[src/hdl/img_macros.svh]
`ifndef IMG_MACROS_SVH
`define IMG_MACROS_SVH

// image geometry
`define IMG_W       8
`define IMG_H       8
`define IMG_C       32
`define IMG_PIX     (`IMG_W * `IMG_H * `IMG_C)  // 2048 bytes per load

// banked storage, one bank per channel mod 4
`define BANK_COUNT  4
`define BANK_DEPTH  512

`define ORG_MAX     3'd6    // 2x2 window must fit inside 8x8

// opcodes
`define OP_LOAD     4'd0
`define OP_ORG_R    4'd1
`define OP_ORG_L    4'd2
`define OP_ORG_U    4'd3
`define OP_ORG_D    4'd4
`define OP_SCALE_D  4'd5
`define OP_SCALE_U  4'd6
`define OP_DISPLAY  4'd7

// channel depth codes
`define DEPTH_8     2'd0
`define DEPTH_16    2'd1
`define DEPTH_32    2'd2

`endif

[src/hdl/img_pkg.sv]
package img_pkg;

    // --------------------------------------------------
    // data and index widths
    // --------------------------------------------------
    typedef logic [7:0]  pixel_t;       // one stored byte
    typedef logic [2:0]  coord_t;       // x or y
    typedef logic [4:0]  chan_t;        // channel 0..31
    typedef logic [1:0]  bank_sel_t;    // channel mod 4
    typedef logic [8:0]  bank_addr_t;   // (c/4)*64 + y*8 + x
    typedef logic [10:0] load_idx_t;    // raster index {c, y, x}
    typedef logic [1:0]  depth_sel_t;
    typedef logic [3:0]  opcode_t;
    typedef logic [13:0] out_data_t;    // zero-extended pixel

    // --------------------------------------------------
    // command FSM
    // --------------------------------------------------
    typedef enum logic [2:0] {
        ST_READY,       // after reset, announce first ready
        ST_WAIT_OP,     // waiting for op pulse
        ST_LOAD,        // load engine busy
        ST_ADJUST,      // origin / depth update
        ST_DISPLAY      // display engine busy
    } ctrl_state_t;

endpackage

[src/hdl/op_ctrl.sv]
`timescale 1ns/1ps
`include "img_macros.svh"

module op_ctrl (
    input  logic                i_clk,
    input  logic                i_rst_n,
    input  logic                i_op_valid,
    input  img_pkg::opcode_t    i_op_mode,
    input  logic                i_load_done,
    input  logic                i_disp_done,
    output logic                o_op_ready,
    output logic                o_load_start,
    output logic                o_disp_start,
    output img_pkg::coord_t     o_origin_x,
    output img_pkg::coord_t     o_origin_y,
    output img_pkg::depth_sel_t o_depth_sel
);
    import img_pkg::*;

    ctrl_state_t state;
    opcode_t     op_q;      // op held for the adjust cycle
    logic        op_take;

    // op accepted only while waiting
    assign op_take      = (state == ST_WAIT_OP) && i_op_valid;
    // engine starts go out in the op cycle itself
    assign o_load_start = op_take && (i_op_mode == `OP_LOAD);
    assign o_disp_start = op_take && (i_op_mode == `OP_DISPLAY);

    // --------------------------------------------------
    // command FSM with origin and depth registers
    // --------------------------------------------------
    always_ff @(posedge i_clk or negedge i_rst_n) begin
        if (!i_rst_n) begin
            state       <= ST_READY;
            o_op_ready  <= 1'b0;
            o_origin_x  <= '0;
            o_origin_y  <= '0;
            o_depth_sel <= `DEPTH_32;  // full depth by default
        end else begin
            o_op_ready <= 1'b0;     // single-cycle pulse
            case (state)
                ST_READY: begin
                    o_op_ready <= 1'b1;
                    state      <= ST_WAIT_OP;
                end
                ST_WAIT_OP: begin
                    if (o_load_start) begin
                        state <= ST_LOAD;
                    end else if (o_disp_start) begin
                        state <= ST_DISPLAY;
                    end else if (op_take) begin
                        state <= ST_ADJUST;   // shifts, scales and unknown ops
                    end
                end
                ST_ADJUST: begin
                    case (op_q)
                        `OP_ORG_R:   if (o_origin_x < `ORG_MAX) o_origin_x <= o_origin_x + 3'd1;
                        `OP_ORG_L:   if (o_origin_x != 3'd0)    o_origin_x <= o_origin_x - 3'd1;
                        `OP_ORG_U:   if (o_origin_y != 3'd0)    o_origin_y <= o_origin_y - 3'd1;
                        `OP_ORG_D:   if (o_origin_y < `ORG_MAX) o_origin_y <= o_origin_y + 3'd1;
                        `OP_SCALE_D: if (o_depth_sel != `DEPTH_8) begin
                            o_depth_sel <= o_depth_sel - 2'd1;
                        end
                        `OP_SCALE_U: if (o_depth_sel != `DEPTH_32) begin
                            o_depth_sel <= o_depth_sel + 2'd1;
                        end
                        default: ;  // undefined opcode, no effect
                    endcase
                    o_op_ready <= 1'b1;
                    state      <= ST_WAIT_OP;
                end
                ST_LOAD: begin
                    if (i_load_done) begin
                        o_op_ready <= 1'b1;
                        state      <= ST_WAIT_OP;
                    end
                end
                ST_DISPLAY: begin
                    if (i_disp_done) begin
                        o_op_ready <= 1'b1;
                        state      <= ST_WAIT_OP;
                    end
                end
                default: state <= ST_WAIT_OP;
            endcase
        end
    end

    // opcode capture, no reset needed for payload
    always_ff @(posedge i_clk) begin
        if (op_take) begin
            op_q <= i_op_mode;
        end
    end

    // engine done only while that engine owns the core
    a_load_done_state: assert property (@(posedge i_clk) disable iff (!i_rst_n)
        i_load_done |-> state == ST_LOAD)
        else $error("load done outside ST_LOAD");
    a_disp_done_state: assert property (@(posedge i_clk) disable iff (!i_rst_n)
        i_disp_done |-> state == ST_DISPLAY)
        else $error("display done outside ST_DISPLAY");

endmodule

[config.mk]
export PLATFORM = sky130hd
export DESIGN_NAME = op_ctrl
export DESIGN_NICKNAME = d
export VERILOG_FILES = /design/src/hdl/img_pkg.sv /design/src/hdl/op_ctrl.sv
export VERILOG_INCLUDE_DIRS = /design/src /design/src/hdl
export SDC_FILE = /design/constraint.sdc
export NUM_CORES = 1
export LEC_CHECK = 0
export ABC_CLOCK_PERIOD_IN_PS = 2500
export BUFFER_PORTS_ARGS = -buffer_cell sky130_fd_sc_hd__clkbuf_2
export CAP_MARGIN = 20
export CORE_AREA = 2 2 48 50
export DETAILED_ROUTE_END_ITERATION = 10
export DIE_AREA = 0 0 50 52
export PLACE_DENSITY = 0.65
export SYNTH_ARGS = -nofsm -noshare
export SYNTH_HDL_FRONTEND = slang
export SYNTH_SLANG_ARGS = --single-unit
[constraint.sdc]
create_clock -name i_clk -period 2.5 [get_ports i_clk]
set_clock_uncertainty 0.15 [all_clocks]
set_input_delay 0.125 -clock i_clk [delete_from_list [all_inputs] [get_ports i_clk]]
set_output_delay 0.125 -clock i_clk [all_outputs]
set_load 0.02 [all_outputs]
==> flow_summary.toml <==
[setup_path]
critPathLaunchType = "register"
reg2reg_depth = 5
arrival_ns = 2.20
end_kind = "register"
crit_type = "reg -> reg"
critical_path_required_ns = 2.57
path_max_fanout = 5

[route]
drc = 0
vias = 696
wl_per_cell_microns = 12.17
drt_first_pass_iters = 3
ant_nets = 0
wirelength_mm = 1.655
via_per_inst = 5.118
dr.first_iter.drc_count = 6

[floorplan]
pin_count = 20
start_util_pct = 42.19
row_count = 17
core-area_sq_um = 2106
die_area_sq_um = 2600
die_x_microns = 50
die_h_microns = 52

[timing]
hold_slack_ns = 0.001320
layout_setup_ws_ns = 0.3654
fmax_mhz = 468.5
setup_viol = 0
fin_crit_sh_pct = 85.38
finalCriticalPeriod_ns = 2.135
tightest_slew_ns = 0.4011
fin_setup_tns_ns = 0
drv_slew = 0
hold_viol = 0
slew_headroom_pct = 73.10
rsz0062_at_grt = "no"

[run_status]
status = "complete, no violations"

[placed_design]
pre_cts_slack_ns = 0.3689
place_hpwl_mm = 1.187
routabilityCongestion = 0.8138
portBuffers = 19
placedCellCount = 125

[power]
p_leak_uw = 0.0004661
ir_drop_v = 0.0005298
p_per_area_nw_per_um2 = 952.1
power_uw = 1061

[layout]
fin_nets = 120
syn2layout_area_growth_pct = 25.49
antenna-diode-count = 0
drive_gt1_share_pct = 27.78
finalNonFillerCells = 136

[global_routing]
grt_max_degree = 13
grt_remaining_overflow = 0
grt_pass1_vias = 675
antenna_found_initial = 0
grt_usage_pct = 14.62
grt_pass1_wl_mm = 2.794

[synthesis]
synthCells = 78
synth_ff_type = "dfrtp_1"
synth-edff-count = 4
ys_seq_elements = 16
yosys_warnings = 0
synth_cell_type_count = 38
yosysSeqAreaShare_pct = 47.46
async_flop_share_pct = 75.00
synthesis.nets = 89
netlist_area_sq_um = 888.4
post_synth.cell_area_avg_sq_um = 11.39

[cts]
h-tree-depth = 1
cts_tree = "done"
cts.clk_slew.worst_paths_ns = 0.09
postCtsSetupBuffers = 0
cts_buffers = 3
cts_sinks = 16
cts_buffer_depth = 2
cts-root-buf = "clkbuf_4"
clkLatencyLatePin_ns = 0.29

[hold_path]
hp-class = "in -> reg"
hold_depth = 3

[job]
cap_violations = 0
logic make-up after synthesis:
family	count (synthesis)	synth area share, %
compound gates	13	9.576
xor+xnor	6	5.917
simple gates	31	25.35
fa+ha+maj	2	3.662
buf+inv	5	2.113
flops	16	47.47
mux	5	5.915
sequential cells by signal, indices dropped and copies added (netlist names):
register and cells:
o_op_ready 1, o_origin_x 3, state 3, o_origin_y 3
o_depth_sel 2, op_q 4
cell usage after synthesis (3+ instances only):
cell      count  share of area, %
edfxtp_1      4                14
dfrtp_1      11                31
xor2_1        3               3.0
nand2b_1      4               2.8
mux2i_1       3               3.4
a21oi_1       5               2.8
xnor2_1       3               3.0
nor3_1        4               2.3
inv_1         5               2.1
where the power goes:
group | leakage (uW) | internal, uW | switching (uW)
Combinational | 0.000267 | 191 | 258
Clock | 0.0000150 | 62.0 | 80.9
Sequential | 0.000184 | 366 | 103
Total | 0.000466 | 619 | 442
per-stage QoR:
step	utilization (%)	cell area (sq um)
after floorplan	-	888.4
after detailed placement	48.37	1018
after global placement	48.37	1018
after global routing	52.94	1115
final	52.94	1115
after CTS	52.94	1115
worst max-delay path, stage by stage (launching register included):
cell and delay [ns]:
edfxtp_1 0.45, or4b_4 0.60, fa_1 0.39, xnor2_1 0.14
nor4_2 0.17, xor2_1 0.16
per-layer routing:
metal | GRT usage [%] | wire length [microns]
met4 | 6.944 | 34
met5 | 0 | 0
met1 | 16.88 | 719
met3 | 3.448 | 59
met2 | 25.44 | 842
path summary, 6_finish.rpt:
| kind | start | end | slack [ns] |
|---|---|---|---|
| setup / recovery | op_q[2] | o_origin_x[2] | 0.37 |
| hold / removal | i_load_done | state[1] | 0.001 |
| setup reg to reg | op_q[2] | o_origin_x[2] | 0.37 |
| hold reg to reg | o_origin_x[2] | o_origin_x[2] | 0.38 |
| max in group asynchronous | i_rst_n | o_depth_sel[1] | 1.80 |
| min in group asynchronous | i_rst_n | o_origin_x[1] | 0.11 |
repair_timing:
item	in CTS	in global routing
resized for setup	0	0
hold endpoints to repair	18	0
hold buffers	7	0
placed cells by master, fill, tap and decap left out, types with 2 or more instances in the layout:
cell type       n
dfrtp_1        11
o22ai_1         2
o21ai_0         2
mux2i_1         3
nor4b_1         2
edfxtp_1        4
xor2_1          3
or3_1           2
dlygate4sd3_1   7
nand2_1         2
clkbuf_2       19
nand2b_1        4
nor2_1          2
or3b_1          2
inv_1           5
nor3_1          4
a21oi_1         5
clkbuf_4        3
xnor2_1         3
area by class of cell:
cell class | count | area [sq um]
fill | 186 | 991.0
multi-input combinational | 57 | 447.9
sequential | 16 | 421.7
timing repair buffer | 26 | 165.2
tap | 28 | 35.03
clock buffer | 4 | 26.28
inverter | 5 | 18.77
Note: power is estimated with default switching activity, not from simulation.
